File: config.mk
export PLATFORM = sky130hd
export DESIGN_NAME = whack_a_mole_top
export DESIGN_NICKNAME = d
export VERILOG_FILES = /design/src/design/mole_pkg.sv /design/src/design/whack_a_mole_top.sv /design/src/design/game_control.sv /design/src/design/end_screen_blinker.sv /design/src/design/score_keeper.sv /design/src/design/hammer_window.sv /design/src/design/mole_spawner.sv /design/src/design/hit_judge.sv
export SDC_FILE = /design/constraint.sdc
export NUM_CORES = 1
export LEC_CHECK = 0
export ABC_CLOCK_PERIOD_IN_PS = 4600
export BUFFER_PORTS_ARGS = -buffer_cell sky130_fd_sc_hd__buf_2
export CAP_MARGIN = 20
export CORE_AREA = 2 2 136 138
export CTS_BUF_LIST = sky130_fd_sc_hd__clkbuf_8
export CTS_CLUSTER_DIAMETER = 50
export DETAILED_ROUTE_END_ITERATION = 10
export DIE_AREA = 0 0 138 140
export SLEW_MARGIN = 20
export SYNTH_ARGS = -nofsm -noshare
export SYNTH_HDL_FRONTEND = slang
export SYNTH_SLANG_ARGS = --single-unit
File: constraint.sdc
create_clock -name clk -period 4.6 [get_ports clk]
set_input_delay 0.92 -clock clk [delete_from_list [all_inputs] [get_ports clk]]
set_output_delay 0.92 -clock clk [all_outputs]
set_load 0.05 [all_outputs]
File: src/design/mole_pkg.sv
`default_nettype none

package mole_pkg;

    ////////////////////
    // Game sizes
    ////////////////////

    localparam int NUM_MOLES = 4;
    localparam int SCORE_W   = 7;
    localparam int LIVES_W   = 2;
    // Shared width of all timers and counters
    localparam int TIMER_W   = 16;

    ////////////////////
    // Game rules
    ////////////////////

    localparam int START_LIVES      = 3;
    localparam int WIN_SCORE        = 64;
    localparam int POINTS_PER_LEVEL = 8;
    localparam int MAX_LEVEL        = 7;

    // Hammer window at level 0 and its shrink per level
    localparam int HAMMER_WINDOW = 200;
    localparam int HAMMER_STEP   = 20;

    // Spawn delay is SPAWN_MIN plus masked LFSR bits
    localparam int SPAWN_MIN = 20;
    localparam logic [TIMER_W-1:0] SPAWN_SPAN_MASK = 16'h000F;
    localparam logic [TIMER_W-1:0] LFSR_SEED       = 16'hACE1;

    // Light i toggles every (i+1)*BLINK_BASE cycles
    localparam int BLINK_BASE = 50;

    ////////////////////
    // Types
    ////////////////////

    // Fixed 3-bit codes shown on the status port
    typedef enum logic [2:0] {
        ST_IDLE = 3'd0,
        ST_PLAY = 3'd1,
        ST_WIN  = 3'd4,
        ST_OVER = 3'd7
    } game_state_t;

    // One bit per hole
    typedef logic [NUM_MOLES-1:0] mole_vec_t;

    // Press classification for the current cycle
    typedef struct packed {
        logic any_press;
        logic hit;
        logic wrong;
    } judge_t;

    // Top-level status word
    typedef struct packed {
        logic [SCORE_W-1:0] score;
        logic [LIVES_W-1:0] lives;
        game_state_t        state;
    } game_status_t;

endpackage

`default_nettype wire
File: src/design/whack_a_mole_top.sv
`default_nettype none

module whack_a_mole_top import mole_pkg::*; (
    input  wire          clk,
    input  wire          reset,
    input  mole_vec_t    buttons,
    output mole_vec_t    moles,
    output game_status_t status
);

    ////////////////////
    // Interconnect
    ////////////////////

    judge_t             judge;
    mole_vec_t          lit;
    mole_vec_t          pattern;
    logic               start_game;
    logic               arm_spawn;
    logic               clear_mole;
    logic               open_window;
    logic               clear_window;
    logic               playing;
    logic               game_over;
    logic               spawned;
    logic               expired;
    logic               won;
    logic               out_of_lives;
    logic [SCORE_W-1:0] score;
    logic [LIVES_W-1:0] lives;
    logic [2:0]         level;

    // Sequencing and output muxing
    game_control u_game_control (
        .clk          (clk),
        .reset        (reset),
        .judge        (judge),
        .spawned      (spawned),
        .expired      (expired),
        .won          (won),
        .out_of_lives (out_of_lives),
        .lit          (lit),
        .pattern      (pattern),
        .score        (score),
        .lives        (lives),
        .start_game   (start_game),
        .arm_spawn    (arm_spawn),
        .clear_mole   (clear_mole),
        .open_window  (open_window),
        .clear_window (clear_window),
        .playing      (playing),
        .game_over    (game_over),
        .moles        (moles),
        .status       (status)
    );

    // Button edges against the lit hole
    hit_judge u_hit_judge (
        .clk     (clk),
        .reset   (reset),
        .buttons (buttons),
        .lit     (lit),
        .playing (playing),
        .judge   (judge)
    );

    mole_spawner u_mole_spawner (
        .clk        (clk),
        .reset      (reset),
        .playing    (playing),
        .arm_spawn  (arm_spawn),
        .clear_mole (clear_mole),
        .lit        (lit),
        .spawned    (spawned)
    );

    hammer_window u_hammer_window (
        .clk          (clk),
        .reset        (reset),
        .playing      (playing),
        .open_window  (open_window),
        .level        (level),
        .clear_window (clear_window),
        .expired      (expired)
    );

    score_keeper u_score_keeper (
        .clk          (clk),
        .reset        (reset),
        .start_game   (start_game),
        .playing      (playing),
        .game_over    (game_over),
        .judge        (judge),
        .expired      (expired),
        .score        (score),
        .lives        (lives),
        .level        (level),
        .won          (won),
        .out_of_lives (out_of_lives)
    );

    // Game-over light show
    end_screen_blinker u_end_screen_blinker (
        .clk        (clk),
        .reset      (reset),
        .game_over  (game_over),
        .start_game (start_game),
        .pattern    (pattern)
    );

endmodule

`default_nettype wire

File: src/design/game_control.sv
`default_nettype none

module game_control import mole_pkg::*; (
    input  wire                clk,
    input  wire                reset,
    input  judge_t             judge,
    input  wire                spawned,
    input  wire                expired,
    input  wire                won,
    input  wire                out_of_lives,
    input  mole_vec_t          lit,
    input  mole_vec_t          pattern,
    input  wire  [SCORE_W-1:0] score,
    input  wire  [LIVES_W-1:0] lives,
    output logic               start_game,
    output logic               arm_spawn,
    output logic               clear_mole,
    output logic               open_window,
    output logic               clear_window,
    output logic               playing,
    output logic               game_over,
    output mole_vec_t          moles,
    output game_status_t       status
);

    game_state_t state;
    game_state_t state_next;
    logic        resolve;

    ////////////////////
    // Decoded levels
    ////////////////////

    assign playing   = (state == ST_PLAY);
    assign game_over = (state == ST_OVER);

    // Mole resolved by hit, wrong press or timeout
    assign resolve = playing && (judge.hit || judge.wrong || expired);

    ////////////////////
    // Command pulses
    ////////////////////

    assign start_game   = (state == ST_IDLE) && judge.any_press;
    assign clear_mole   = resolve;
    assign clear_window = resolve;
    // No new window if the mole was already hit on its first cycle
    assign open_window  = playing && spawned && !resolve;
    // Re-arm only when the game carries on
    assign arm_spawn    = start_game || (resolve && !won && !out_of_lives);

    ////////////////////
    // FSM
    ////////////////////

    always_comb begin
        state_next = state;
        case (state)
            ST_IDLE: begin
                if (judge.any_press) begin
                    state_next = ST_PLAY;
                end
            end
            ST_PLAY: begin
                // Win and loss never coincide since a hit costs no life
                if (won) begin
                    state_next = ST_WIN;
                end else if (out_of_lives) begin
                    state_next = ST_OVER;
                end
            end
            ST_OVER: begin
                if (judge.any_press) begin
                    state_next = ST_IDLE;
                end
            end
            // Win holds until reset
            ST_WIN:  state_next = ST_WIN;
            default: state_next = ST_IDLE;
        endcase
    end

    always_ff @(posedge clk or posedge reset) begin
        if (reset) begin
            state <= ST_IDLE;
        end else begin
            state <= state_next;
        end
    end

    ////////////////////
    // Outputs
    ////////////////////

    // Lit mole in play, blink show at game over, dark otherwise
    always_comb begin
        case (state)
            ST_PLAY: moles = lit;
            ST_OVER: moles = pattern;
            default: moles = '0;
        endcase
    end

    assign status = '{score: score, lives: lives, state: state};

endmodule

`default_nettype wire

File: src/design/end_screen_blinker.sv
`default_nettype none

module end_screen_blinker import mole_pkg::*; (
    input  wire       clk,
    input  wire       reset,
    input  wire       game_over,
    input  wire       start_game,
    output mole_vec_t pattern
);

    logic [TIMER_W-1:0] count [NUM_MOLES];

    ////////////////////
    // Blink counters
    ////////////////////

    // Each light has its own period, so the pattern drifts
    always_ff @(posedge clk or posedge reset) begin
        if (reset) begin
            pattern <= '0;
            for (int i = 0; i < NUM_MOLES; i++) begin
                count[i] <= '0;
            end
        end else if (start_game) begin
            pattern <= '0;
            for (int i = 0; i < NUM_MOLES; i++) begin
                count[i] <= '0;
            end
        end else if (game_over) begin
            for (int i = 0; i < NUM_MOLES; i++) begin
                // Wrap at (i+1)*BLINK_BASE and flip the light
                if (count[i] == TIMER_W'((i + 1) * BLINK_BASE - 1)) begin
                    count[i]   <= '0;
                    pattern[i] <= ~pattern[i];
                end else begin
                    count[i] <= count[i] + 1'b1;
                end
            end
        end
    end

endmodule

`default_nettype wire

File: src/design/score_keeper.sv
`default_nettype none

module score_keeper import mole_pkg::*; (
    input  wire                clk,
    input  wire                reset,
    input  wire                start_game,
    input  wire                playing,
    input  wire                game_over,
    input  judge_t             judge,
    input  wire                expired,
    output logic [SCORE_W-1:0] score,
    output logic [LIVES_W-1:0] lives,
    output logic [2:0]         level,
    output logic               won,
    output logic               out_of_lives
);

    logic [SCORE_W-1:0] score_q;
    logic [SCORE_W-1:0] high_q;
    logic [SCORE_W-1:0] best;
    logic [SCORE_W-1:0] level_raw;
    logic               add_point;
    logic               lose_life;

    // Hit beats wrong press and timeout
    assign add_point = playing && judge.hit;
    assign lose_life = playing && !judge.hit && (judge.wrong || expired);

    // Game-ending events in the same cycle as the press
    assign won          = add_point && (score_q == SCORE_W'(WIN_SCORE - 1));
    assign out_of_lives = lose_life && (lives == LIVES_W'(1));

    ////////////////////
    // Difficulty level
    ////////////////////

    assign level_raw = score_q / SCORE_W'(POINTS_PER_LEVEL);
    assign level     = (level_raw > SCORE_W'(MAX_LEVEL)) ? 3'(MAX_LEVEL) : level_raw[2:0];

    // High score including the game just ended
    assign best  = (score_q > high_q) ? score_q : high_q;
    assign score = game_over ? best : score_q;

    always_ff @(posedge clk or posedge reset) begin
        if (reset) begin
            score_q <= '0;
            lives   <= '0;
            high_q  <= '0;
        end else begin
            if (start_game) begin
                score_q <= '0;
                lives   <= LIVES_W'(START_LIVES);
            end else if (add_point) begin
                score_q <= score_q + 1'b1;
            end else if (lose_life) begin
                lives <= lives - 1'b1;
            end
            // Fold into high score at game over
            if (game_over) begin
                high_q <= best;
            end
        end
    end

endmodule

`default_nettype wire

File: src/design/hammer_window.sv
`default_nettype none

module hammer_window import mole_pkg::*; (
    input  wire       clk,
    input  wire       reset,
    input  wire       playing,
    input  wire       open_window,
    input  wire [2:0] level,
    input  wire       clear_window,
    output logic      expired
);

    logic [TIMER_W-1:0] window_len;
    logic [TIMER_W-1:0] count;
    logic               active;

    // One step shorter per level
    assign window_len = TIMER_W'(HAMMER_WINDOW) - TIMER_W'(level) * TIMER_W'(HAMMER_STEP);

    // Mole missed on the last window cycle
    assign expired = active && (count == TIMER_W'(1));

    always_ff @(posedge clk or posedge reset) begin
        if (reset) begin
            count  <= '0;
            active <= 1'b0;
        end else begin
            if (open_window) begin
                // Spawn cycle already counts as one window cycle
                count  <= window_len - 1'b1;
                active <= 1'b1;
            end else if (clear_window || expired || !playing) begin
                active <= 1'b0;
            end else if (active) begin
                count <= count - 1'b1;
            end
        end
    end

endmodule

`default_nettype wire

File: src/design/mole_spawner.sv
`default_nettype none

module mole_spawner import mole_pkg::*; (
    input  wire       clk,
    input  wire       reset,
    input  wire       playing,
    input  wire       arm_spawn,
    input  wire       clear_mole,
    output mole_vec_t lit,
    output logic      spawned
);

    logic [TIMER_W-1:0] lfsr;
    logic               feedback;
    logic [TIMER_W-1:0] delay;
    logic [TIMER_W-1:0] count;
    logic               armed;
    logic [1:0]         mole_sel;

    ////////////////////
    // Random source
    ////////////////////

    // Maximal-length taps x^16 + x^14 + x^13 + x^11
    assign feedback = lfsr[15] ^ lfsr[13] ^ lfsr[12] ^ lfsr[10];

    always_ff @(posedge clk or posedge reset) begin
        if (reset) begin
            lfsr <= LFSR_SEED;
        end else begin
            lfsr <= {lfsr[TIMER_W-2:0], feedback};
        end
    end

    // Minimum wait plus 0 to 15 random cycles
    assign delay    = TIMER_W'(SPAWN_MIN) + (lfsr & SPAWN_SPAN_MASK);
    // Hole picked from bits outside the delay mask
    assign mole_sel = lfsr[5:4];

    ////////////////////
    // Countdown and lit mole
    ////////////////////

    always_ff @(posedge clk or posedge reset) begin
        if (reset) begin
            count   <= '0;
            armed   <= 1'b0;
            lit     <= '0;
            spawned <= 1'b0;
        end else begin
            spawned <= 1'b0;
            if (clear_mole || !playing) begin
                lit <= '0;
            end
            if (arm_spawn) begin
                count <= delay;
                armed <= 1'b1;
            end else if (!playing) begin
                armed <= 1'b0;
            end else if (armed) begin
                // Mole shows delay edges after arming
                if (count == TIMER_W'(1)) begin
                    armed   <= 1'b0;
                    lit     <= mole_vec_t'(1) << mole_sel;
                    spawned <= 1'b1;
                end
                count <= count - 1'b1;
            end
        end
    end

endmodule

`default_nettype wire

File: src/design/hit_judge.sv
`default_nettype none

module hit_judge import mole_pkg::*; (
    input  wire       clk,
    input  wire       reset,
    input  mole_vec_t buttons,
    input  mole_vec_t lit,
    input  wire       playing,
    output judge_t    judge
);

    mole_vec_t prev;
    mole_vec_t rise;
    logic      mole_up;

    // Previous button sample
    always_ff @(posedge clk or posedge reset) begin
        if (reset) begin
            prev <= '0;
        end else begin
            prev <= buttons;
        end
    end

    // High now, low last cycle
    assign rise = buttons & ~prev;

    // Presses only count against a lit mole in play
    assign mole_up = playing && (|lit);

    // Any press counts in every state to leave idle and game over
    assign judge.any_press = |rise;
    // Hit wins over a simultaneous wrong press
    assign judge.hit       = mole_up && (|(rise & lit));
    assign judge.wrong     = mole_up && !judge.hit && (|(rise & ~lit));

endmodule

`default_nettype wire

**Word-level counts from Yosys, hierarchy flattened**

Cells that the tools add are included.

- Flip-flop bits (word level): 146
- Output and inout port bits: 16
- Word-level logic and storage cells: 162

- Add/subtract/negate cells: 11
- Multiply operators: 1
- Magnitude comparators: 2
- Eq/ne operators: 16
- Shift operators: 1
- Mux-type cells: 47
- Bitwise operators: 12
- Reductions and logical operators: 52

Operator list:

| cell | number |
|---|---|
| 16-bit two-way mux | 10 |
| 64-bit two-way mux | 2 |
| 16-bit by 1-bit adder with 16-bit output, second input constant | 4 |
| 16-bit by 1-bit subtractor with 16-bit output, second input constant | 3 |
| 16-bit by 1-bit == test with 1-bit output, second input constant | 2 |
| 16-bit by 8-bit == test with 1-bit output, second input constant | 2 |
| 4-bit two-way mux | 7 |
| 7-bit two-way mux | 4 |
| 2-bit nonzero test | 11 |
| 16-bit by 6-bit == test with 1-bit output, second input constant | 1 |
| 16-bit by 7-bit == test with 1-bit output, second input constant | 1 |
| 1-bit logical AND | 16 |
| 4-bit OR reduction | 4 |
| 3-bit two-way mux | 5 |
| 1-bit two-way mux | 14 |
| 2-bit AND reduction | 7 |
| 4-bit bitwise AND | 3 |
| 3-bit case mux with 4 select lines | 1 |
| 8-bit by 8-bit subtractor with 9-bit output, first input constant | 1 |
| 4-bit NOT | 2 |
| 4-bit case mux with 2 select lines | 1 |
| 7-bit by 1-bit adder with 7-bit output, second input constant | 1 |
| 7-bit by 6-bit == test with 1-bit output, second input constant | 1 |
| 7-bit > comparator | 1 |
| other kinds (18) | 38 |

**Longest topological paths before layout**

Gate-level depths: netlist of the first run.

- Word-level depth: 17
- Gate-level depth with buffers: 12

**Hierarchy**

From an unflattened synthesis of the first run, not the netlist that was laid out.

- Cell total of the unflattened synthesis: 827
- Area total of the unflattened synthesis: 8,147.8 sq um

Modules (own cells, without submodules):

| module | instances | cells each | area an instance (sq um) | sequential area each (sq um) |
|---|---|---|---|---|
| end_screen_blinker | 1 | 381 | 3,606.0 | 1,701.6 |
| mole_spawner | 1 | 141 | 1,634.1 | 960.9 |
| hammer_window | 1 | 137 | 1,297.5 | 425.4 |
| score_keeper | 1 | 104 | 1,022.2 | 400.4 |
| game_control | 1 | 41 | 335.3 | 75.1 |
| hit_judge | 1 | 23 | 252.7 | 100.1 |

**Least setup slack after synthesis of the first run**

No wires, ideal clock.

- Path kind: register to output
- Start point: register u_game_control.state[0]
- End point: output port moles[1]
- Arrival: 2.324 ns
- Required time: 3.680 ns
- Slack: 1.356 ns
- Cell stages (with the launch flop): 3
- Path buffers: 0
- Path through: dfrtp_1 -> or3b_2 -> o21ai_0

- Word-level cells in the longest chain between the ends: 2

Ends and longest elaborated chain:

| item | line | RTL |
|---|---|---|
| start, declared | game_control.sv:26 | `game_state_t state;` |
| start signal, assigned | game_control.sv:87 | `state <= state_next;` |
| 3-bit == test / 3-bit by 1-bit == test with 1-bit output (equally long branches) | game_control.sv:97 | `case (state)` |
| 4-bit case mux with 2 select lines * | game_control.sv:97 |  |
| end, declared | whack_a_mole_top.sv:7 | `output mole_vec_t moles,` |

Every way passes the cells marked *; elsewhere a longest branch is shown, timed or not.

==> results.toml, run 1 <==
[timing]
maxSlewViolCount = 0
clock.fmax_mhz = 272
rsz0062_at_grt = "no"
finalSetupViolations = 0
skew_ns = 0.00916
finalCriticalPeriod_ns = 3.67
worst_pin_slew_ns = 0.863
fin_ws_ns = 0.926
slew_headroom_pct = 42.2
hold_viol = 0
setup_tns_ns = 0
fin_crit_sh_pct = 79.9

[clock_network]
ctsResizeCount = 0
insertion_delay_ns = 0.45
cts-buffers-inserted = 17
hold_buffers = 0
cts.sinks = 146
cts-root-buf = "clkbuf_8"
post_cts_buffers = 0
clock_path_buffers = 2
htree_levels = 4
path_clk_slew_ns = 0.08
cts_tree = "built"

[global_routing]
grt_pass1_vias = 6126
grt_max_degree = 86
grt_usage_pct = 18.3
grt_pass1_wl_um = 29100
overflow = 0
use_met1_pct = 23.2
met3_usage_pct = 3.73
antenna_found_initial = 1
grt.busiest_layer = "met2"
use_met2_pct = 30.9

[synthesis]
ys_seq_area_share_pct = 46.5
synth_flop_cell = "dfrtp_1"
yosys.cell_types.count = 68
synth_cells = 818
synth_area_per_cell_um2 = 9.63
yosysWarnings = 0
ys_ff_latch = 146
synthArstFlopShare_pct = 100
synth_nets = 852
synth-edff-count = 0
synth.cell_area_mm2 = 0.00788

[drt]
vias = 6048
drt_wl_total_um = 17200
final_antenna_net_count = 0
drtIter0Drc = 362
drt_first_pass_iters = 5
via_per_inst = 5.59
wl_per_cell_um = 16.0
drc_errors = 0

[setup_path]
worstPathArrival_ns = 2.75
start_kind = "register"
crit_chain = "ha_1, nor2b_1, o21ai_0, a21oi_1, a211oi_1, o21ai_1, mux2_2, buf_2"
worstSetupPathType = "reg2out"
crit_required_ns = 3.68
slowest_stage = "o21ai_1"
worst_setup_path_end_kind = "output port"
slowest_delay_ns = 0.52
crit_fanout = 7

[power]
p_sw_mw = 0.567
vdd_drop_max_mv = 0.182
p_sw_share_pct = 24.7
total_power_mw = 2.29
power.share.clock_pct = 42.1
p_leak_nw = 3.75
p_per_area_mw_per_mm2 = 266
internal_power_mw = 1.72
comb_power_share_pct = 1.8
pwr-share-seq_pct = 56.1

[placed_design]
post-dp-hpwl_um = 11700
routabilityCongestion = 0.890
io_buffers = 21
pre_cts_slack_ns = 1.27

[die]
ios = 22
die_area_mm2 = 0.0193
rows = 49
die_h_um = 140
start_util_pct = 44.3
die_w_um = 138
fp.coreArea_mm2 = 0.0178

[finish]
syn2layout_area_growth_pct = 9.03
final_util_pct = 48.3
nFillCells = 1686
drive_above_1_share_pct = 12.6
nets = 872

[hold_path]
hold_path_class = "reg2reg"

[job]
cap_violations = 0

[outcome]
status = "complete, no violations"
worst paths after layout:
kind                                      startpoint                              to  slack (ns)  depth (start not counted)
max                        u_score_keeper.score_q[1]                       status[6]        0.93                          8
min                           u_mole_spawner.lfsr[8]          u_mole_spawner.lfsr[9]        0.36                          0
max reg2reg                u_score_keeper.score_q[6]       u_hammer_window.count[10]        1.57                          8
min reg2reg                   u_mole_spawner.lfsr[8]          u_mole_spawner.lfsr[9]        0.36                          0
max in group asynchronous                      reset          u_hammer_window.active        3.22                          3
min in group asynchronous                      reset  u_end_screen_blinker.count[50]        0.50                          2
Yosys cell counts, types with 3 or more instances:
cell	n	area, um2
inv_1	22	82.6
nor3b_1	5	37.5
nor2_1	96	360
nor4_1	27	169
ha_1	26	325
a22oi_1	4	30.0
nand2_1	76	285
o31ai_1	8	60.1
nand2b_1	16	100
dfstp_2	8	210
or3_1	6	37.5
mux2_2	16	180
o41ai_1	4	35.0
nor3_1	22	110
mux2i_1	3	30.0
o21ai_0	50	250
nor4bb_1	3	30.0
xor2_1	32	280
a21o_1	4	30.0
and3b_1	3	26.3
a31oi_1	8	50.1
a21oi_1	43	215
o211ai_1	3	22.5
and3_1	21	131
or3b_2	3	26.3
or4_1	4	30.0
nand4b_1	3	26.3
nand4_1	11	68.8
nor2b_1	9	56.3
xnor2_1	34	298
and4_1	5	43.8
clkbuf_1	21	78.8
nand3_1	27	135
a22o_1	5	43.8
dfrtp_1	138	3450
nand3b_1	6	45.0
layout make-up:
cell class,count,area [um2],share of cell area [%]
Multi-Input combinational cell,623,4020,46.8
Sequential cell,146,3660,42.6
Tap cell,229,287,3.33
Clock buffer,17,234,2.72
Timing Repair Buffer,28,170,1.98
Clock inverter,15,133,1.54
Inverter,22,86.3,1.00
Antenna cell,1,2.50,0.0291
power groups by stage:
| stage | registers [mW] | clock network (mW) | logic, mW |
|---|---|---|---|
| 2_1_floorplan | 1.31 | 0 | 0.0266 |
| 3_3_place_gp | 1.31 | 0 | 0.0412 |
| 3_5_place_dp | 1.31 | 0 | 0.0427 |
| 4_1_cts | 1.29 | 0.999 | 0.0429 |
| 5_1_grt | 1.29 | 1.06 | 0.0471 |
| 6_report | 1.29 | 0.963 | 0.0406 |
state kept, by name (all words and copies together) (netlist names), 4 cells and up:
| name | cells |
|---|---|
| u_score_keeper.high_q | 7 |
| u_score_keeper.score_q | 7 |
| u_hammer_window.count | 16 |
| u_hit_judge.prev | 4 |
| u_end_screen_blinker.count | 64 |
| u_mole_spawner.lfsr | 16 |
| u_mole_spawner.lit | 4 |
| u_end_screen_blinker.pattern | 4 |
| u_mole_spawner.count | 16 |
per-layer routing:
metal  share of wire, %  routed length (um)
met3                3.1                 539
met5                  0                   0
met1                 47                8060
met4                1.2                 204
met2                 49                8450
cells by family after synthesis:
kind of cell / count (synthesis) / synth area share [%]
other: 1 / 0.0476
adders and majority gates: 28 / 4.64
AOI/OAI and AO/OA: 146 / 11.6
and+or+nand+nor: 361 / 24.2
xor gates and xnor gates: 66 / 7.33
DFF: 146 / 46.5
buffers and inverters: 49 / 2.65
muxes: 21 / 3.05
metrics by stage:
stage	hold WS (ns)	instances	instance area, um2
detailed placement	0.339	1048	8220
CTS	0.359	1080	8590
finish	0.356	1081	8590
global route	0.368	1080	8590
global placement	0.339	1048	8220
floorplan	0.331	818	7890
worst max-delay path, delay by kind of cell, from the launching register on:
kind	cells	cell delay [ns]
AOI/OAI and AO/OA	4	0.82
DFF	1	0.45
muxes	1	0.40
and+or+nand+nor	1	0.11
adders and majority gates	1	0.31
buffers and inverters	1	0.21
cells in the final DEF, fill, tap and decap left out, types with 5 or more instances in the layout:
cell,instances
clkbuf_8,17
nor3b_1,5
nand4_1,11
nor4_1,27
and4_1,5
nand3b_1,6
nand2b_1,16
inv_1,21
nor3_1,22
a31oi_1,8
buf_4,6
nand3_1,27
xor2_1,32
ha_1,26
a21oi_1,43
o31ai_1,8
buf_2,21
dfrtp_1,138
dfstp_2,8
nand2_1,76
xnor2_1,34
nor2b_1,9
and3_1,21
mux2_2,16
or3_1,6
o21ai_0,50
clkinvlp_4,5
nor2_1,96
a22o_1,5
Note: power is estimated with default switching activity, not from simulation.
==> inputs of run 2 (changes only) <==
ABC_CLOCK_PERIOD_IN_PS = 3600   (was 4600)
clock period = 3.6 ns   (was 4.6 ns; I/O delays follow)
==> results.toml, run 2 (same netlist as run 1, synthesis figures left out) <==
[outcome]
status = "complete, no violations"

[finish]
largest_register = "u_end_screen_blinker.count"
largest_reg_flops = 64
layout_common_cells = "138 x dfrtp_1, 96 x nor2_1, 76 x nand2_1, 50 x o21ai_0, 43 x a21oi_1"
stdcell_count = 1087
syn2layout_area_growth_pct = 10.5
nets = 878
nFillCells = 1670
drive_above_1_share_pct = 13.2
final_common_cell = "dfrtp_1"

[global_routing]
grt_max_degree = 52
grt_pass1_vias = 6006
grt_usage_pct = 18.5
overflow = 0
grt_pass1_wl_um = 29700
antenna_found_initial = 1

[drt]
drt_first_pass_iters = 8
final_antenna_net_count = 0
wl_per_cell_um = 15.9
via_per_inst = 5.57
drt_wl_total_um = 17300
wl_met1_um = 8030
met2_wirelength_um = 8450
dr_wl_met3_um = 601
drc_errors = 0
drtIter0Drc = 367
vias = 6056
top_layer_used = "met4"

[power]
total_power_mw = 3.07
comb_power_share_pct = 1.8
p_leak_nw = 3.81
vdd_drop_max_mv = 0.244
p_per_area_mw_per_mm2 = 352
p_sw_share_pct = 22.6
pwr-share-seq_pct = 53.5
power.share.clock_pct = 44.7
p_sw_mw = 0.693
internal_power_mw = 2.37

[die]
die_area_mm2 = 0.0193
rows = 49
ios = 22
die_w_um = 138
die_h_um = 140
fp.coreArea_mm2 = 0.0178
start_util_pct = 44.3

[timing]
maxSlewViolCount = 0
slew_headroom_pct = 49.1
fin_crit_sh_pct = 94.1
hold_viol = 0
finalSetupViolations = 0
rsz0062_at_grt = "no"
clock.fmax_mhz = 295
setup_tns_ns = 0
holdWs_ns = 0.287
skew_ns = 0.00961
worst_pin_slew_ns = 0.761
finalCriticalPeriod_ns = 3.39
fin_ws_ns = 0.211

[setup_path]
crit_fanout = 8
worst_path_most_repeated_cell = "a21o_1"
slowest_delay_ns = 0.48
worst_setup_path_end_kind = "output port"
slowest_stage = "dfrtp_1"
worstPathArrival_ns = 2.67
worstSetupPathType = "reg2out"
start_kind = "register"
cp_top_family = "compound AO/OA/AOI/OAI gates"
crit_required_ns = 2.88
crit_chain = "ha_1, a21o_1, a21o_1, a211oi_1, o21ai_2, mux2_2, buf_2"
crit_buf_inv = 1

[clock_network]
cts-root-buf = "clkbuf_8"
cts-buffers-inserted = 17
post_cts_buffers = 0
clock_path_buffers = 2
cts_tree = "built"
insertion_delay_ns = 0.45
cts.sinks = 146
htree_levels = 4
path_clk_slew_ns = 0.08

[job]
cap_violations = 0

[placed_design]
place_inst = 1054
pre_cts_slack_ns = 0.533
post-dp-hpwl_um = 11800
io_buffers = 21
routabilityCongestion = 0.860

[hold_path]
hold_path_class = "in2async"
-- run 2: cell types whose count changed in the layout (fill, tap and decap cells not counted), moves of 2 or more --
cell	change
clkinv_4	-2
clkinv_2	-2
clkbuf_8	+2
inv_6	-2
buf_4	+5
bufinv_16	+2
-- run 2: power groups by stage --
stage | Combinational [mW] | Sequential (mW) | Clock [mW]
after floorplan | 0.0340 | 1.67 | 0
after global placement | 0.0556 | 1.67 | 0
after detailed placement | 0.0568 | 1.67 | 0
after CTS | 0.0569 | 1.64 | 1.42
after global routing | 0.0630 | 1.64 | 1.48
final | 0.0538 | 1.64 | 1.37
-- run 2: cell type report --
cell class	instances	area, um2	share of cell area, %
Timing Repair Buffer	34	228	2.61
Multi-Input combinational cell	623	4020	46.2
Sequential cell	146	3660	42.1
Inverter	22	86.3	0.991
Tap cell	229	287	3.29
Clock inverter	13	159	1.82
Antenna cell	1	2.50	0.0287
Clock buffer	19	262	3.00
-- run 2: timing repair --
action | CTS | global route
hold buffers | 0 | 0
gates resized for setup | 0 | 1
endpoints found under the setup margin | 0 | 7
-- run 2: worst paths after layout --
path	start	to	slack, ns	cells after the start
worst max-delay path	u_score_keeper.score_q[4]	status[11]	0.21	7
max in group asynchronous	reset	u_end_screen_blinker.count[24]	2.50	3
worst min-delay path	reset	u_end_screen_blinker.count[50]	0.29	2
worst min register to register	u_mole_spawner.lfsr[9]	u_mole_spawner.lfsr[10]	0.36	0
worst max register to register	u_score_keeper.score_q[6]	u_hammer_window.count[8]	0.83	9
min in group clk	u_mole_spawner.lfsr[9]	u_mole_spawner.lfsr[10]	0.36	0
-- run 2: through the flow --
stage	area [um2]	util (%)
after floorplan	7890	-
after global placement	8280	46.6
after detailed placement	8280	46.6
after CTS	8700	48.9
after global routing	8710	49.0
final	8710	49.0
-- run 2: per-layer routing --
| metal | track usage [%] | vias up |
|---|---|---|
| li1 | - | 2960 |
| met1 | 24.9 | 2970 |
| met2 | 30.1 | 113 |
| met3 | 4.14 | 13 |
| met4 | 5.64 | 0 |
| met5 | 0 | - |
==> inputs of run 3 (changes only) <==
PLACE_DENSITY = 0.57   (was unset)
==> results.toml, run 3 (same netlist as run 1, synthesis figures left out) <==
[drt]
met2_wirelength_um = 8450
final_antenna_net_count = 0
dr_wl_met3_um = 467
drt_wl_total_um = 17200
drtIter0Drc = 262
top_layer_used = "met4"
via_per_inst = 5.57
wl_per_cell_um = 15.8
drt_first_pass_iters = 4
wl_met1_um = 8060
drc_errors = 0
vias = 6053

[setup_path]
regToRegStartpoint = "u_score_keeper.score_q[6]"
worstPathArrival_ns = 2.79
start_kind = "register"
worst_setup_path_end_kind = "output port"
worst_path_most_repeated_cell = "a21o_1"
r2r.worst_path.cells = 9
timing.rr.end = "u_hammer_window.count[8]"
slowest_delay_ns = 0.48
crit_end = "status[8]"
crit_start = "u_score_keeper.score_q[4]"
crit_chain = "ha_1, a21o_1, a21o_1, a211oi_1, o21ai_2, mux2_2, buf_2"
crit_required_ns = 2.88
crit_fanout = 8
slowest_stage = "dfrtp_1"
worstSetupPathType = "reg2out"
r2r_setup_slack_ns = 0.82

[power]
vdd_drop_max_mv = 0.258
p_per_area_mw_per_mm2 = 346
p_leak_nw = 3.79

[clock_network]
path_clk_slew_ns = 0.09
cts_tree = "built"
hold_buffers = 0
cts.sinks = 146
clock_path_buffers = 2
htree_levels = 4
cts-buffers-inserted = 17
post_cts_buffers = 0
ctsResizeCount = 0
cts-root-buf = "clkbuf_8"
insertion_delay_ns = 0.45

[timing]
hold_viol = 0
fin_crit_sh_pct = 97.4
clock.fmax_mhz = 285
maxSlewViolCount = 0
finalCriticalPeriod_ns = 3.51
worst_pin_slew_ns = 0.726
slew_headroom_pct = 51.5
skew_ns = 0.00998
fin_ws_ns = 0.0936
finalSetupViolations = 0

[die]
die_w_um = 138
fp.coreArea_mm2 = 0.0178
start_util_pct = 44.3
die_area_mm2 = 0.0193
rows = 49
ios = 22
die_h_um = 140

[placed_design]
routabilityCongestion = 0.866
io_buffers = 21
placed_cell_area_mm2 = 0.00828
pre_cts_slack_ns = 0.541
post-dp-hpwl_um = 11800

[finish]
diodes = 0
drive_above_1_share_pct = 13.4
largest_reg_flops = 64
fin_area_mm2 = 0.00868
nets = 879
final_common_cell = "dfrtp_1"
syn2layout_area_growth_pct = 10.2
largest_register = "u_end_screen_blinker.count"
layout_common_cells = "138 x dfrtp_1, 96 x nor2_1, 76 x nand2_1, 50 x o21ai_0, 43 x a21oi_1"

[global_routing]
overflow = 0
grt_max_degree = 94
grt_pass1_vias = 5889
antenna_found_initial = 0
grt_usage_pct = 18.1
grt_pass1_wl_um = 29000

[hold_path]
hold_path_class = "in2async"

[outcome]
status = "complete, no violations"

[job]
cap_violations = 0
-- run 3: changes by cell type in the layout (fill, tap and decap cells not counted), sizes merged --
cell      change
clkinvlp      +1
clkbuf        -1
diode         -1
clkinv        +1
buf           +1
bufinv        -1
-- run 3: final cells by class --
cell class                      instances  area, um2
Fill cell                            1630       9100
Timing Repair Buffer                   35        223
Multi-Input combinational cell        623       4020
Clock inverter                         14        154
Clock buffer                           18        248
Inverter                               22       86.3
Tap cell                              229        287
Sequential cell                       146       3660
-- run 3: metrics by stage --
step                utilization, %  std cells  hold WS [ns]  total power, mW  setup TNS, ns
detailed placement            46.6       1055         0.344             1.73              0
finish                        48.8       1087         0.336             3.00              0
floorplan                        -        818         0.331             1.71              0
CTS                           48.8       1087         0.331             3.04              0
global route                  48.8       1087         0.352             3.11         -0.508
global placement              46.6       1055         0.336             1.73              0
-- run 3: layer usage --
metal	vias to the layer above	GRT usage [%]
met2	96	30.4
met1	2976	23.8
li1	2961	-
met3	20	3.76
met5	-	0
met4	0	5.37
-- run 3: worst min-delay path by stage --
stage | slack, ns | start | end
global placement | 0.34 | u_mole_spawner.lfsr[9] | u_mole_spawner.lfsr[10]
detailed placement | 0.34 | u_mole_spawner.lfsr[8] | u_mole_spawner.lfsr[9]
CTS | 0.33 | reset | u_end_screen_blinker.count[51]
finish | 0.34 | reset | u_score_keeper.high_q[3]
floorplan | 0.33 | u_mole_spawner.lfsr[8] | u_mole_spawner.lfsr[9]
global route | 0.35 | reset | u_score_keeper.high_q[4]
-- run 3: worst max-delay path, delay by kind of cell (launching register included) --
family,cells,cell delay (ns)
AOI/OAI and AO/OA,4,0.96
DFF,1,0.48
buffers and inverters,1,0.21
adders and majority gates,1,0.35
muxes,1,0.32
-- run 3: power by group --
group,leakage (nW),total [mW],switching (mW),internal [mW]
clock,0.184,1.31,0.667,0.639
combinational,1.95,0.0517,0.0405,0.0112
sequential,1.65,1.64,0.00147,1.64
total,3.79,3.00,0.709,2.29
